## config.mk

```make
export PLATFORM = sky130hd
export DESIGN_NAME = spi_crc_link
export DESIGN_NICKNAME = d
export VERILOG_FILES = /design/src/design/spi_pkg.sv /design/src/design/spi_crc_link.sv /design/src/design/spi_frame_ctrl.sv /design/src/design/spi_crc8.sv /design/src/design/spi_master.sv
export SDC_FILE = /design/constraint.sdc
export NUM_CORES = 1
export LEC_CHECK = 0
export BUFFER_PORTS_ARGS = -buffer_cell sky130_fd_sc_hd__buf_2
export CAP_MARGIN = 20
export CELL_PAD_IN_SITES_DETAIL_PLACEMENT = 1
export CELL_PAD_IN_SITES_GLOBAL_PLACEMENT = 2
export CORE_UTILIZATION = 24
export DETAILED_ROUTE_END_ITERATION = 8
export GPL_ROUTABILITY_DRIVEN = 0
export GPL_TIMING_DRIVEN = 0
export PLACE_DENSITY_LB_ADDON = 0.1
export SKIP_CTS_REPAIR_TIMING = 1
export SLEW_MARGIN = 30
export SYNTH_ARGS = -nofsm -noshare
export SYNTH_HDL_FRONTEND = slang
export SYNTH_SLANG_ARGS = --single-unit
```

## constraint.sdc

```tcl
create_clock -name sys_clk -period 3.61 [get_ports sys_clk]
set_input_delay 0.722 -clock sys_clk [delete_from_list [all_inputs] [get_ports sys_clk]]
set_output_delay 0.722 -clock sys_clk [all_outputs]
set_load 0.02 [all_outputs]
```

## src/design/spi_pkg.sv

```systemverilog
// spi crc link shared types
// widths, bus pin and status structs, controller states and the crc-8 polynomial

package spi_pkg;

	typedef logic [7:0]	byte_t;		// one spi data byte
	typedef logic [15:0]	div_t;		// sclk half period is div+2 sys_clk cycles
	typedef logic [3:0]	len_t;		// payload length, 1 to 15

	// bus outputs toward the slave
	typedef struct packed {
		logic	cs;			// chip select, active low
		logic	sclk;			// serial clock
		logic	mosi;			// master data out
	} spi_pins_t;

	// frame result, valid while done is high
	typedef struct packed {
		logic	done;			// one cycle at frame end
		logic	crc_ok;			// received crc matched
	} frame_status_t;

	localparam byte_t CRC_POLY = 8'h07;	// x^8 + x^2 + x + 1

	// frame sequencer states
	typedef enum logic [1:0] {
		FS_IDLE,			// waiting for frame_start
		FS_ISSUE,			// one cycle wr_req to the master
		FS_WAIT,			// byte on the wire
		FS_FINISH			// gap before the next byte or frame end
	} frame_state_t;

endpackage
```

## src/design/spi_crc_link.sv

```systemverilog
// crc protected spi link, top level
// bit engine, tx and rx crc units and the frame sequencer
`timescale 1ns/1ps

module spi_crc_link #(
	parameter logic CPOL = 1'b1,			// sclk idle level
	parameter logic CPHA = 1'b1			// sampling edge
) (
	input  logic			sys_clk,
	input  logic			sys_rst_n,
	input  spi_pkg::div_t		clk_div_val,
	input  logic			frame_start,
	input  spi_pkg::len_t		frame_len,
	input  spi_pkg::byte_t		data_tx,
	output logic			tx_next,
	output logic			busy,
	output logic			rx_valid,
	output spi_pkg::byte_t		rx_data,
	output spi_pkg::frame_status_t	status,
	output spi_pkg::spi_pins_t	pins,
	input  logic			miso
);
	import spi_pkg::*;

	logic		cs_ctrl;
	logic		wr_req;
	logic		wr_ack;
	byte_t		byte_out;		// payload or crc to the master
	byte_t		data_rx;
	logic		crc_clr;
	logic		tx_crc_upd;
	logic		rx_crc_upd;
	byte_t		tx_crc;
	byte_t		rx_crc;
	logic		bus_cs;
	logic		bus_sclk;
	logic		bus_mosi;

	assign pins.cs		= bus_cs;
	assign pins.sclk	= bus_sclk;
	assign pins.mosi	= bus_mosi;

	spi_master #(
		.CPOL		(CPOL),
		.CPHA		(CPHA)
	) master_i (
		.sys_clk	(sys_clk),
		.sys_rst_n	(sys_rst_n),
		.cs_ctrl	(cs_ctrl),
		.clk_div_val	(clk_div_val),
		.wr_req		(wr_req),
		.data_tx	(byte_out),
		.wr_ack		(wr_ack),
		.data_rx	(data_rx),
		.miso		(miso),
		.cs		(bus_cs),
		.sclk		(bus_sclk),
		.mosi		(bus_mosi)
	);

	// crc over sent payload
	spi_crc8 tx_crc_i (
		.sys_clk	(sys_clk),
		.sys_rst_n	(sys_rst_n),
		.clr		(crc_clr),
		.upd		(tx_crc_upd),
		.data		(byte_out),
		.crc		(tx_crc)
	);

	// crc over received payload
	spi_crc8 rx_crc_i (
		.sys_clk	(sys_clk),
		.sys_rst_n	(sys_rst_n),
		.clr		(crc_clr),
		.upd		(rx_crc_upd),
		.data		(data_rx),
		.crc		(rx_crc)
	);

	spi_frame_ctrl frame_i (
		.sys_clk	(sys_clk),
		.sys_rst_n	(sys_rst_n),
		.frame_start	(frame_start),
		.frame_len	(frame_len),
		.data_tx	(data_tx),
		.tx_next	(tx_next),
		.busy		(busy),
		.rx_valid	(rx_valid),
		.rx_data	(rx_data),
		.status		(status),
		.cs_ctrl	(cs_ctrl),
		.wr_req		(wr_req),
		.byte_out	(byte_out),
		.wr_ack		(wr_ack),
		.data_rx	(data_rx),
		.crc_clr	(crc_clr),
		.tx_crc_upd	(tx_crc_upd),
		.rx_crc_upd	(rx_crc_upd),
		.tx_crc		(tx_crc),
		.rx_crc		(rx_crc)
	);

endmodule

```

## src/design/spi_frame_ctrl.sv

```systemverilog
// spi frame sequencer
// holds cs low for a frame, feeds payload then tx crc to the bit engine,
// forwards received payload and checks the slave crc at frame end
`timescale 1ns/1ps

module spi_frame_ctrl (
	input  logic			sys_clk,
	input  logic			sys_rst_n,
	input  logic			frame_start,		// honoured while busy low
	input  spi_pkg::len_t		frame_len,
	input  spi_pkg::byte_t		data_tx,
	output logic			tx_next,		// data_tx taken
	output logic			busy,
	output logic			rx_valid,
	output spi_pkg::byte_t		rx_data,
	output spi_pkg::frame_status_t	status,
	output logic			cs_ctrl,
	output logic			wr_req,
	output spi_pkg::byte_t		byte_out,
	input  logic			wr_ack,
	input  spi_pkg::byte_t		data_rx,
	output logic			crc_clr,
	output logic			tx_crc_upd,
	output logic			rx_crc_upd,
	input  spi_pkg::byte_t		tx_crc,
	input  spi_pkg::byte_t		rx_crc
);
	import spi_pkg::*;

	frame_state_t		state;
	len_t			len_q;			// payload length of this frame
	len_t			byte_cnt;		// payload bytes done
	logic			is_payload;		// current byte is not the crc
	logic			accept;

	assign accept		= (state == FS_IDLE) && frame_start && !busy;
	assign is_payload	= (byte_cnt != len_q);

	assign wr_req		= (state == FS_ISSUE);	// master is idle here
	assign byte_out		= is_payload ? data_tx : tx_crc;
	assign tx_crc_upd	= wr_req && is_payload;
	assign tx_next		= tx_crc_upd;		// host moves to next byte

	assign crc_clr		= accept;		// one cycle ahead of first upd
	assign rx_data		= data_rx;		// stable from the cycle after wr_ack
	assign rx_crc_upd	= rx_valid;

	// frame sequence
	always_ff @(posedge sys_clk) begin
		if (!sys_rst_n) begin
			state		<= FS_IDLE;
			len_q		<= '0;
			byte_cnt	<= '0;
			cs_ctrl		<= 1'b1;
			rx_valid	<= 1'b0;
			status.done	<= 1'b0;
			status.crc_ok	<= 1'b0;
		end else begin
			rx_valid	<= 1'b0;
			status.done	<= 1'b0;
			case (state)
				FS_IDLE: begin
					if (accept) begin
						len_q		<= frame_len;
						byte_cnt	<= '0;
						cs_ctrl		<= 1'b0;	// select for the frame
						state		<= FS_ISSUE;
					end
				end
				FS_ISSUE: begin
					state <= FS_WAIT;
				end
				FS_WAIT: begin
					if (wr_ack) begin
						rx_valid	<= is_payload;	// crc byte not shown
						state		<= FS_FINISH;
					end
				end
				default: begin
					if (is_payload) begin
						byte_cnt	<= byte_cnt + 4'd1;
						state		<= FS_ISSUE;	// master idle next cycle
					end else begin
						status.done	<= 1'b1;
						status.crc_ok	<= (data_rx == rx_crc);
						cs_ctrl		<= 1'b1;	// release with done
						state		<= FS_IDLE;
					end
				end
			endcase
		end
	end

	// busy spans accept to the cycle after done
	always_ff @(posedge sys_clk) begin
		if (!sys_rst_n)
			busy <= 1'b0;
		else if (accept)
			busy <= 1'b1;
		else if (status.done)
			busy <= 1'b0;
	end

endmodule

```

## src/design/spi_crc8.sv

```systemverilog
// running crc-8 register
// folds one byte per upd strobe, msb first, init 0, no final xor
`timescale 1ns/1ps

module spi_crc8 (
	input  logic			sys_clk,
	input  logic			sys_rst_n,
	input  logic			clr,			// back to zero
	input  logic			upd,			// fold data in
	input  spi_pkg::byte_t		data,
	output spi_pkg::byte_t		crc			// valid the cycle after upd
);
	import spi_pkg::*;

	byte_t		crc_next;

	// one byte through the lfsr, eight bit steps
	function automatic byte_t crc8_byte(input byte_t crc_in, input byte_t din);
		byte_t	c;
		c = crc_in ^ din;
		for (int i = 0; i < 8; i++) begin
			if (c[7])
				c = {c[6:0], 1'b0} ^ CRC_POLY;
			else
				c = {c[6:0], 1'b0};
		end
		return c;
	endfunction

	assign crc_next = crc8_byte(crc, data);

	always_ff @(posedge sys_clk) begin
		if (!sys_rst_n)
			crc <= '0;
		else if (clr)
			crc <= '0;			// new frame
		else if (upd)
			crc <= crc_next;
	end

endmodule

```

## src/design/spi_master.sv

```systemverilog
// spi bit engine
// moves one byte per wr_req, mosi out msb first and miso in
// sclk half period is clk_div_val+2 cycles, mode from CPOL and CPHA
`timescale 1ns/1ps

module spi_master #(
	parameter logic CPOL = 1'b1,			// sclk idle level
	parameter logic CPHA = 1'b1			// 0 samples leading edge, 1 trailing
) (
	input  logic			sys_clk,
	input  logic			sys_rst_n,
	input  logic			cs_ctrl,		// cs follows this level
	input  spi_pkg::div_t		clk_div_val,
	input  logic			wr_req,			// start one byte, idle only
	input  spi_pkg::byte_t		data_tx,
	output logic			wr_ack,			// byte shifted
	output spi_pkg::byte_t		data_rx,		// valid the cycle after wr_ack
	input  logic			miso,
	output logic			cs,
	output logic			sclk,
	output logic			mosi
);
	import spi_pkg::*;

	typedef enum logic [2:0] {
		M_IDLE,					// wait for wr_req
		M_HALF,					// half period before an edge
		M_EDGE,					// toggle sclk
		M_LAST,					// trailing half after edge 16
		M_ACK,					// wr_ack cycle
		M_FINISH				// one cycle before next accept
	} master_state_t;

	master_state_t		state;
	logic [16:0]		cnt_clk;		// wide enough for div+1
	logic [3:0]		edge_cnt;		// 16 edges per byte
	byte_t			mosi_shift;
	byte_t			miso_shift;
	logic			half_done;
	logic			last_done;
	logic			shift_edge;
	logic			sample_edge;

	assign cs		= cs_ctrl;		// frame controller owns cs
	assign mosi		= mosi_shift[7];	// msb first
	assign wr_ack		= (state == M_ACK);

	assign half_done	= (cnt_clk == {1'b0, clk_div_val});
	assign last_done	= (cnt_clk == ({1'b0, clk_div_val} + 17'd1));	// full half period

	// edge 0 is the leading edge of bit 7
	always_comb begin
		shift_edge	= 1'b0;
		sample_edge	= 1'b0;
		if (state == M_EDGE) begin
			if (CPHA) begin
				shift_edge	= !edge_cnt[0] && (edge_cnt != 4'd0);	// leading, bit 7 preloaded
				sample_edge	= edge_cnt[0];				// trailing
			end else begin
				shift_edge	= edge_cnt[0];				// trailing
				sample_edge	= !edge_cnt[0];				// leading
			end
		end
	end

	// byte sequence
	always_ff @(posedge sys_clk) begin
		if (!sys_rst_n) begin
			state <= M_IDLE;
		end else begin
			case (state)
				M_IDLE: begin
					if (wr_req)
						state <= M_HALF;
				end
				M_HALF: begin
					if (half_done)
						state <= M_EDGE;
				end
				M_EDGE: begin
					if (edge_cnt == 4'd15)
						state <= M_LAST;	// all 16 edges done
					else
						state <= M_HALF;
				end
				M_LAST: begin
					if (last_done)
						state <= M_ACK;
				end
				M_ACK: begin
					state <= M_FINISH;
				end
				default: begin
					state <= M_IDLE;		// finish and any stray code
				end
			endcase
		end
	end

	// half period counter
	always_ff @(posedge sys_clk) begin
		if (!sys_rst_n)
			cnt_clk <= '0;
		else if (state == M_HALF || state == M_LAST)
			cnt_clk <= cnt_clk + 17'd1;
		else
			cnt_clk <= '0;			// restart after each edge
	end

	// sclk edge counter
	always_ff @(posedge sys_clk) begin
		if (!sys_rst_n)
			edge_cnt <= '0;
		else if (state == M_IDLE)
			edge_cnt <= '0;
		else if (state == M_EDGE)
			edge_cnt <= edge_cnt + 4'd1;
	end

	// sclk parks at CPOL between bytes
	always_ff @(posedge sys_clk) begin
		if (!sys_rst_n)
			sclk <= CPOL;
		else if (state == M_IDLE)
			sclk <= CPOL;
		else if (state == M_EDGE)
			sclk <= ~sclk;
	end

	// transmit shifter, reset keeps mosi defined before the first byte
	always_ff @(posedge sys_clk) begin
		if (!sys_rst_n)
			mosi_shift <= '0;
		else if (state == M_IDLE && wr_req)
			mosi_shift <= data_tx;			// bit 7 on the line at once
		else if (shift_edge)
			mosi_shift <= {mosi_shift[6:0], 1'b0};
	end

	// receive shifter, eight samples fill it
	always_ff @(posedge sys_clk) begin
		if (sample_edge)
			miso_shift <= {miso_shift[6:0], miso};
	end

	// hand the received byte over with the ack
	always_ff @(posedge sys_clk) begin
		if (state == M_ACK)
			data_rx <= miso_shift;
	end

endmodule

```

==> impl_metrics.ini, run 1 <==
[placed_design]
placed_area_sq_um = 5160
portBuffers = 42
dpl.cell_count = 812
dp_hpwl_um = 9710

[timing]
hold_viol = 0
setup_viol_count_final = 0
clock.fmax_mhz = 327
period_needed_ns = 3.06
tightest_slew_ns = 0.719
maxSlewHeadroom = 0.519
skew_ns = 0.00900
period_share = 0.848
slew_violations = 0
setup_tns_ns = 0
rsz0062_at_grt = no

[drt]
ant_nets = 0
vias = 3754
drt-initial-drc-count = 150
wire_per_inst_um = 15.2
drcViolationCount = 0
avgViaCountPerCell = 4.53
totalWireLength_um = 12600
dr.pass1.iters = 4

[cts]
cts_root_buffer = clkbuf_16
worstSkewPairLatency_ns = 0.35
cts.reportedPaths.clkPinSlew_ns = 0.06
cts.path.max_buffers = 2
cts_buffers = 9
htree_levels = 3
cts.sink_count = 80
cts_tree = yes

[power]
p_leak_nw = 2.00
power.density_nw_per_um2 = 555
vdd_ir_drop_max_v = 0.000203

[layout]
nets = 608
diodes = 0
drive_gt1_frac = 0.151
area_growth_pct = 18.5
final_area_sq_um = 5480
layoutNonFillerInstCount = 828
multi_input_area_sq_um = 2620
fill_cells = 2242
regArea_sq_um = 1760

[synthesis]
ys_seq_elements = 80
yosysMostFrequentCell = dfxtp_1
avgSynthCellArea_sq_um = 9.07
async_flop_share = 0
ys_warn_count = 0
yosysSeqAreaShare = 0.381
synth_cell_types = 62
synth-main-ff-cell = dfxtp_1
synth_commonest_cells = dfxtp_1 (64), nor2_1 (61), nand2_1 (47), xor2_1 (45), xnor2_1 (44)
synth_cells = 510
ys_top_cells_by_area = dfxtp_1 (28%), edfxtp_1 (10%), xor2_1 (8.5%)
synth_area_sq_um = 4630
synth_top_area_cell = dfxtp_1
syn-num-nets = 555
synth_edf_count = 16
yosysTopAreaCellShare = 0.277

[worst_setup_path]
crit_buf_inv = 2
critPathArrivalTime_ns = 2.34
crit_slowest_cell = dfxtp_1
path_delay_family = simple AND/OR/NAND/NOR gates
worst-setup-path-type = reg2out
crit_chain = xnor2_1 -> nand4_1 -> nand2_1 -> clkinv_1 -> buf_2
critPathMaxStageDelay_ns = 0.42
end_kind = output pin
crit_fanout = 9
critPathRequiredTime_ns = 2.89
cp-start-kind = flip-flop

[die]
core_sq_um = 18800
die_h_um = 141
rows = 50
dieArea_sq_um = 19800
floorplan.initialDensity = 0.246
dieWidth_um = 141
io_pins = 48

[global_routing]
antenna_found_initial = 0
grt_overflow = 0
first_global_vias = 3953
grtUsageTotal = 0.137
grt_start_max_net_pins = 15
grt_pass1_wl_um = 21000

[run_status]
status = finished, final reports clean

[worst_hold_path]
min_path_type = reg2reg

[run]
max-cap-violations = 0
## routing by layer
layer,share of wire,track usage,routed length (um),up-vias
met5,0,0,0,-
met4,0.012,0.0395,150,0
met3,0.025,0.0316,318,10
met2,0.45,0.218,5680,37
met1,0.51,0.184,6470,1830
li1,-,-,-,1877
## power by group
part	total, mW	internal, mW	switching, mW	leakage (nW)
sequential	1.08	0.997	0.0833	0.663
combinational	0.965	0.359	0.606	1.18
clock	0.998	0.607	0.391	0.157
total	3.04	1.96	1.08	2.00
## cell type report
| class | count | area share |
|---|---|---|
| timing repair buffer | 42 | 0.0383 |
| inverter | 17 | 0.0116 |
| buffer | 27 | 0.0329 |
| multi-input combinational | 386 | 0.478 |
| tap | 260 | 0.0593 |
| sequential | 80 | 0.321 |
| clock inverter | 7 | 0.0173 |
| clock buffer | 9 | 0.0411 |
## worst paths after layout
check,start,to,slack (ns),depth (start not counted)
worst max-delay path,frame_i.byte_cnt[0],tx_next,0.55,5
worst min-delay path,master_i.miso_shift[7],master_i.data_rx[7],0.43,0
worst max register to register,frame_i.state[0],tx_crc_i.crc[7],0.98,8
worst min register to register,master_i.miso_shift[7],master_i.data_rx[7],0.43,0
## registers in the layout, indices dropped and copies added (netlist names)
name,cells
master_i.edge_cnt,4
frame_i.len_q,4
rx_crc_i.crc,8
master_i.data_rx,8
master_i.cnt_clk,17
tx_crc_i.crc,8
master_i.state,3
master_i.mosi_shift,8
frame_i.status,2
frame_i.cs_ctrl,1
master_i.sclk,1
frame_i.state,2
frame_i.byte_cnt,4
frame_i.rx_crc_upd,1
frame_i.busy,1
master_i.miso_shift,8
## layout by cell type (no fill, tap or decap), types with 3 or more instances in the layout
| master | count |
|---|---|
| nor3_1 | 7 |
| inv_1 | 16 |
| mux2i_1 | 12 |
| and3_1 | 4 |
| xor2_1 | 45 |
| nand3_1 | 13 |
| dfxtp_1 | 64 |
| or3_1 | 8 |
| buf_4 | 4 |
| o21ai_0 | 15 |
| buf_6 | 3 |
| nor2_1 | 61 |
| nor4_1 | 6 |
| clkbuf_8 | 4 |
| xnor2_1 | 44 |
| a21oi_1 | 16 |
| a22oi_1 | 3 |
| and2_1 | 7 |
| a311oi_1 | 8 |
| nand2_1 | 47 |
| nor2b_1 | 8 |
| o21a_1 | 3 |
| a211oi_1 | 14 |
| edfxtp_1 | 16 |
| clkbuf_1 | 13 |
| ha_1 | 13 |
| clkbuf_16 | 9 |
| buf_2 | 43 |
| nand4_1 | 11 |
## through the flow
step / setup slack (ns) / hold WS (ns) / util / total power, mW
final: 0.548 / 0.425 / 0.291 / 3.04
after global routing: 0.231 / 0.447 / 0.291 / 3.26
after CTS: 0.444 / 0.423 / 0.291 / 3.10
after detailed placement: 0.786 / 0.407 / 0.274 / 2.07
after global placement: 0.766 / 0.403 / 0.274 / 2.06
after floorplan: 1.26 / 0.400 / - / 1.78
## cells by family after synthesis
kind of cell               after synthesis  share of synthesized area
DFF                                     80                      0.381
AOI/OAI and AO/OA                       76                      0.114
xor gates and xnor gates                89                      0.168
buffers and inverters                   44                     0.0527
and+or+nand+nor                        195                      0.221
adders and majority gates               13                     0.0352
muxes                                   13                     0.0284
(Power assumes the default switching activity.)
==> run 2: changes to the inputs <==
==> constraint.sdc (replaced) <==
create_clock -name sys_clk -period 3.1 [get_ports sys_clk]
set_input_delay 0.62 -clock sys_clk [delete_from_list [all_inputs] [get_ports sys_clk]]
set_output_delay 0.62 -clock sys_clk [all_outputs]
set_load 0.02 [all_outputs]
==> impl_metrics.ini, run 2 (same netlist as run 1, synthesis figures left out) <==
[global_routing]
use_met3 = 0.0316
grtUsageMet1 = 0.184
use_met2 = 0.218
grt_busiest_layer = met2
first_global_vias = 3953
antenna_found_initial = 0
grt_overflow = 0
grt_pass1_wl_um = 21000
grt_start_max_net_pins = 15
grtUsageTotal = 0.137

[cts]
cts.sink_count = 80
cts.reportedPaths.clkPinSlew_ns = 0.06
cts_root_buffer = clkbuf_16
htree_levels = 3
cts.path.max_buffers = 2
worstSkewPairLatency_ns = 0.34
cts_buffers = 9
cts_tree = yes

[timing]
hold_viol = 0
setup_tns_ns = 0
maxSlewHeadroom = 0.519
rsz0062_at_grt = no
slew_violations = 0
clock.fmax_mhz = 366
setup_slack_ns = 0.371
tightest_slew_ns = 0.719
setup_viol_count_final = 0
hold_ws_ns = 0.422
skew_ns = 0.00807
period_share = 0.880
period_needed_ns = 2.73

[drt]
avgViaCountPerCell = 4.51
drcViolationCount = 0
totalWireLength_um = 12600
ant_nets = 0
dr.pass1.iters = 6
wire_per_inst_um = 15.2
drt-initial-drc-count = 177
vias = 3750

[layout]
drive_gt1_frac = 0.156
area_growth_pct = 19.0
final_area_sq_um = 5510
nets = 611
utilization = 0.292
mostFrequentLayoutCells = dfxtp_1 (64), nor2_1 (61), nand2_1 (47)
regMostFlops = master_i.cnt_clk
final_common_cell = dfxtp_1
diodes = 0
fill_cells = 2244
largest_reg_flops = 17

[power]
power.density_nw_per_um2 = 652
p_leak_nw = 2.01
vdd_ir_drop_max_v = 0.000235

[die]
core_sq_um = 18800
io_pins = 48
floorplan.initialDensity = 0.246
rows = 50
die_h_um = 141
dieArea_sq_um = 19800
dieWidth_um = 141

[worst_setup_path]
cp-start-kind = flip-flop
critPathArrivalTime_ns = 2.11
worst-setup-path-type = reg2out
end_kind = output pin
crit_fanout = 9
critPathRequiredTime_ns = 2.48

[placed_design]
dp_hpwl_um = 9710
pre_cts_slack_ns = 0.378
portBuffers = 42
placed_area_sq_um = 5160

[worst_hold_path]
min_path_type = reg2reg

[run]
max-cap-violations = 0

[run_status]
status = finished, final reports clean
-- run 2: cell types whose count changed in the layout (fill, tap and decap cells not counted), sizes merged --
cell / change
buf: +3
-- run 2: routing by layer --
layer | routed length [um] | share of wire
met1 | 6440 | 0.51
met2 | 5680 | 0.45
met3 | 343 | 0.027
met4 | 150 | 0.012
met5 | 0 | 0
-- run 2: path summary, 6_finish.rpt --
| check | start | end | slack [ns] | cells after the start |
|---|---|---|---|---|
| min | master_i.miso_shift[7] | master_i.data_rx[7] | 0.42 | 0 |
| max | frame_i.byte_cnt[0] | tx_next | 0.37 | 5 |
| min reg2reg | master_i.miso_shift[7] | master_i.data_rx[7] | 0.42 | 0 |
| max reg2reg | frame_i.state[0] | tx_crc_i.crc[7] | 0.46 | 8 |
-- run 2: area by class of cell --
type                       count  area, sq um  share of cell area
multi-input combinational    386         2620               0.476
sequential                    80         1760               0.320
tap                          260          325              0.0591
timing repair buffer          45          233              0.0423
clock buffer                   9          225              0.0409
buffer                        27          180              0.0327
clock inverter                 7         95.1              0.0173
inverter                      17         63.8              0.0116
-- run 2: worst max-delay path, stage by stage, from the launching register on --
cell and delay, ns:
dfxtp_1 0.42, xnor2_1 0.16, nand4_1 0.27, nand2_1 0.34, clkinv_1 0.31, buf_2 0.25
-- run 2: where the power goes --
group	switching, mW	internal [mW]	total [mW]
clock	0.454	0.707	1.16
sequential	0.0970	1.16	1.26
combinational	0.715	0.456	1.17
-- run 2: metrics by stage --
step / instances / power, mW
after floorplan: 510 / 2.07
after global placement: 812 / 2.40
after detailed placement: 812 / 2.42
after CTS: 828 / 3.61
after global routing: 831 / 3.84
final: 831 / 3.59
==> run 3: changes to the inputs <==
--- a/config.mk
+++ b/config.mk
@@ -5,6 +5,7 @@
 export SDC_FILE = /design/constraint.sdc
 export NUM_CORES = 1
 export LEC_CHECK = 0
+export ABC_AREA = 1
 export BUFFER_PORTS_ARGS = -buffer_cell sky130_fd_sc_hd__buf_2
 export CAP_MARGIN = 20
 export CELL_PAD_IN_SITES_DETAIL_PLACEMENT = 1
==> impl_metrics.ini, run 3 <==
[placed_design]
dp_hpwl_um = 10700
portBuffers = 47
dpl.cell_count = 985

[die]
io_pins = 48
rows = 51
die_h_um = 143
dieArea_sq_um = 20500
dieWidth_um = 143
core_sq_um = 19500
floorplan.initialDensity = 0.246

[worst_setup_path]
crit_buf_inv = 3
critPathRequiredTime_ns = 2.48
crit_top_cell = nand2_1
path_delay_family = simple AND/OR/NAND/NOR gates
regToRegSetupSlack_ns = 0.76
cp-start-kind = flip-flop
critPathArrivalTime_ns = 1.86
crit_fanout = 10
worst-setup-path-type = reg2out
end_kind = output pin
timing.rr.end = master_i.edge_cnt[3]
crit_chain = nand2_1 -> nand2_1 -> nor2_2 -> nand2_2 -> clkinv_2 -> nor2_1 -> clkbuf_8 -> buf_2
crit_slowest_cell = dfxtp_1
reg2reg_depth = 7
worstReg2RegStart = master_i.state[1]
critPathMaxStageDelay_ns = 0.40

[synthesis]
syn-num-nets = 718
async_flop_share = 0
ys_seq_elements = 80
synth_area_sq_um = 4780
synth-main-ff-cell = dfxtp_1
ys_warn_count = 0
synth_top_area_cell = dfxtp_1
synth_cell_types = 39
ys_top_cells_by_area = dfxtp_1 (27%), nand2_1 (12%), edfxtp_1 (10%)
synth_commonest_cells = nand2_1 (153), inv_1 (99), nor2_1 (70), dfxtp_1 (64)
synth_edf_count = 16
yosysMostFrequentCell = nand2_1
yosysTopAreaCellShare = 0.268
synth_cells = 673
avgSynthCellArea_sq_um = 7.10
yosysSeqAreaShare = 0.369

[layout]
utilization = 0.292
diodes = 0
drive_gt1_frac = 0.151
largest_reg_flops = 17
layoutNonFillerInstCount = 1001
regMostFlops = master_i.cnt_clk
mostFrequentLayoutCells = nand2_1 (153), inv_1 (99), nor2_1 (69)
final_common_cell = nand2_1
area_growth_pct = 18.9
fill_cells = 2423
nets = 776

[timing]
setup_tns_ns = 0
skew_ns = 0.00775
clock.fmax_mhz = 404
tightest_slew_ns = 0.802
maxSlewHeadroom = 0.464
hold_ws_ns = 0.426
hold_viol = 0
slew_violations = 0
rsz0062_at_grt = no
period_needed_ns = 2.48
period_share = 0.799
setup_viol_count_final = 0

[worst_hold_path]
min_path_type = reg2reg
min-delay-start = master_i.miso_shift[7]
hold_depth = 0
hold_end = master_i.data_rx[7]

[cts]
cts.reportedPaths.clkPinSlew_ns = 0.07
worstSkewPairLatency_ns = 0.34
cts.sink_count = 80
cts_tree = yes
cts_root_buffer = clkbuf_16
cts.path.max_buffers = 2
cts_buffers = 9
htree_levels = 3

[power]
power.density_nw_per_um2 = 791
p_leak_nw = 2.41
vdd_ir_drop_max_v = 0.000367

[global_routing]
grt_pass1_wl_um = 22000
grtUsageTotal = 0.138
first_global_vias = 4480
antenna_found_initial = 0
grt_overflow = 0
grt_start_max_net_pins = 17

[drt]
wire_per_inst_um = 13.1
drcViolationCount = 0
avgViaCountPerCell = 4.31
ant_nets = 0
drt-initial-drc-count = 137
dr.pass1.iters = 4
vias = 4312
totalWireLength_um = 13100

[run_status]
status = finished, final reports clean

[run]
max-cap-violations = 0
## run 3: cell types whose count changed after synthesis, sizes merged, moves of 20 or more
cell   delta
nand2   +121
inv      +88
nand3    +31
a21oi    +29
xor2     -22
o21ai    +21
xnor2    -20
## run 3: stage by stage
step / power [mW] / instance area (sq um) / setup slack, ns
after global routing: 4.89 / 5680 / 0.404
after CTS: 4.58 / 5680 / 0.551
after detailed placement: 3.34 / 5350 / 0.425
after global placement: 3.31 / 5350 / 0.422
final: 4.49 / 5680 / 0.623
after floorplan: 2.82 / 4780 / 1.15
## run 3: area by class of cell
type	count	area [sq um]	area share
clock inverters	7	108	0.0189
multi-input cells	473	2510	0.443
well taps	265	332	0.0584
plain buffers	13	101	0.0178
clock buffers	9	225	0.0396
flip-flops and latches	80	1760	0.310
repair buffers	47	235	0.0414
inverters	107	403	0.0709
## run 3: per-layer routing
| metal | global-route usage | share of wire |
|---|---|---|
| met2 | 0.229 | 0.46 |
| met5 | 0 | 0 |
| met4 | 0.0345 | 0.0091 |
| met1 | 0.182 | 0.51 |
| met3 | 0.0278 | 0.027 |
## run 3: how the worst max path moves through the flow
stage,start,depth (start not counted),to
floorplan,clk_div_val[0],14,master_i.state[0]
global placement,clk_div_val[1],15,master_i.state[1]
detailed placement,clk_div_val[1],15,master_i.state[1]
CTS,frame_i.byte_cnt[1],8,tx_next
global route,master_i.state[1],7,master_i.edge_cnt[3]
finish,frame_i.byte_cnt[0],8,tx_next
## run 3: worst register-to-register path, cell delays in order, from the launching register on
cell     delay [ns]
dfxtp_1        0.35
inv_1          0.07
nor3_1         0.50
inv_1          0.21
nor2_1         0.66
nand3_1        0.20
o21ai_0        0.21
a21oi_1        0.05
## run 3: logic make-up (layout without fill, tap and decap cells)
group                      count (synthesis)  in the layout  share of synthesized area
buffers and inverters                    120            183                      0.106
xor gates and xnor gates                  47             47                     0.0877
DFF                                       80             80                      0.369
and+or+nand+nor                          320            320                      0.296
adders and majority gates                 13             13                     0.0340
AOI/OAI and AO/OA                         93             93                      0.108
## run 3: power breakdown
part | leakage [nW] | internal (mW) | switching, mW | total, mW
clock network | 0.160 | 0.723 | 0.478 | 1.20
registers | 0.664 | 1.20 | 0.106 | 1.30
logic | 1.59 | 0.690 | 1.30 | 1.99
total | 2.41 | 2.61 | 1.88 | 4.49
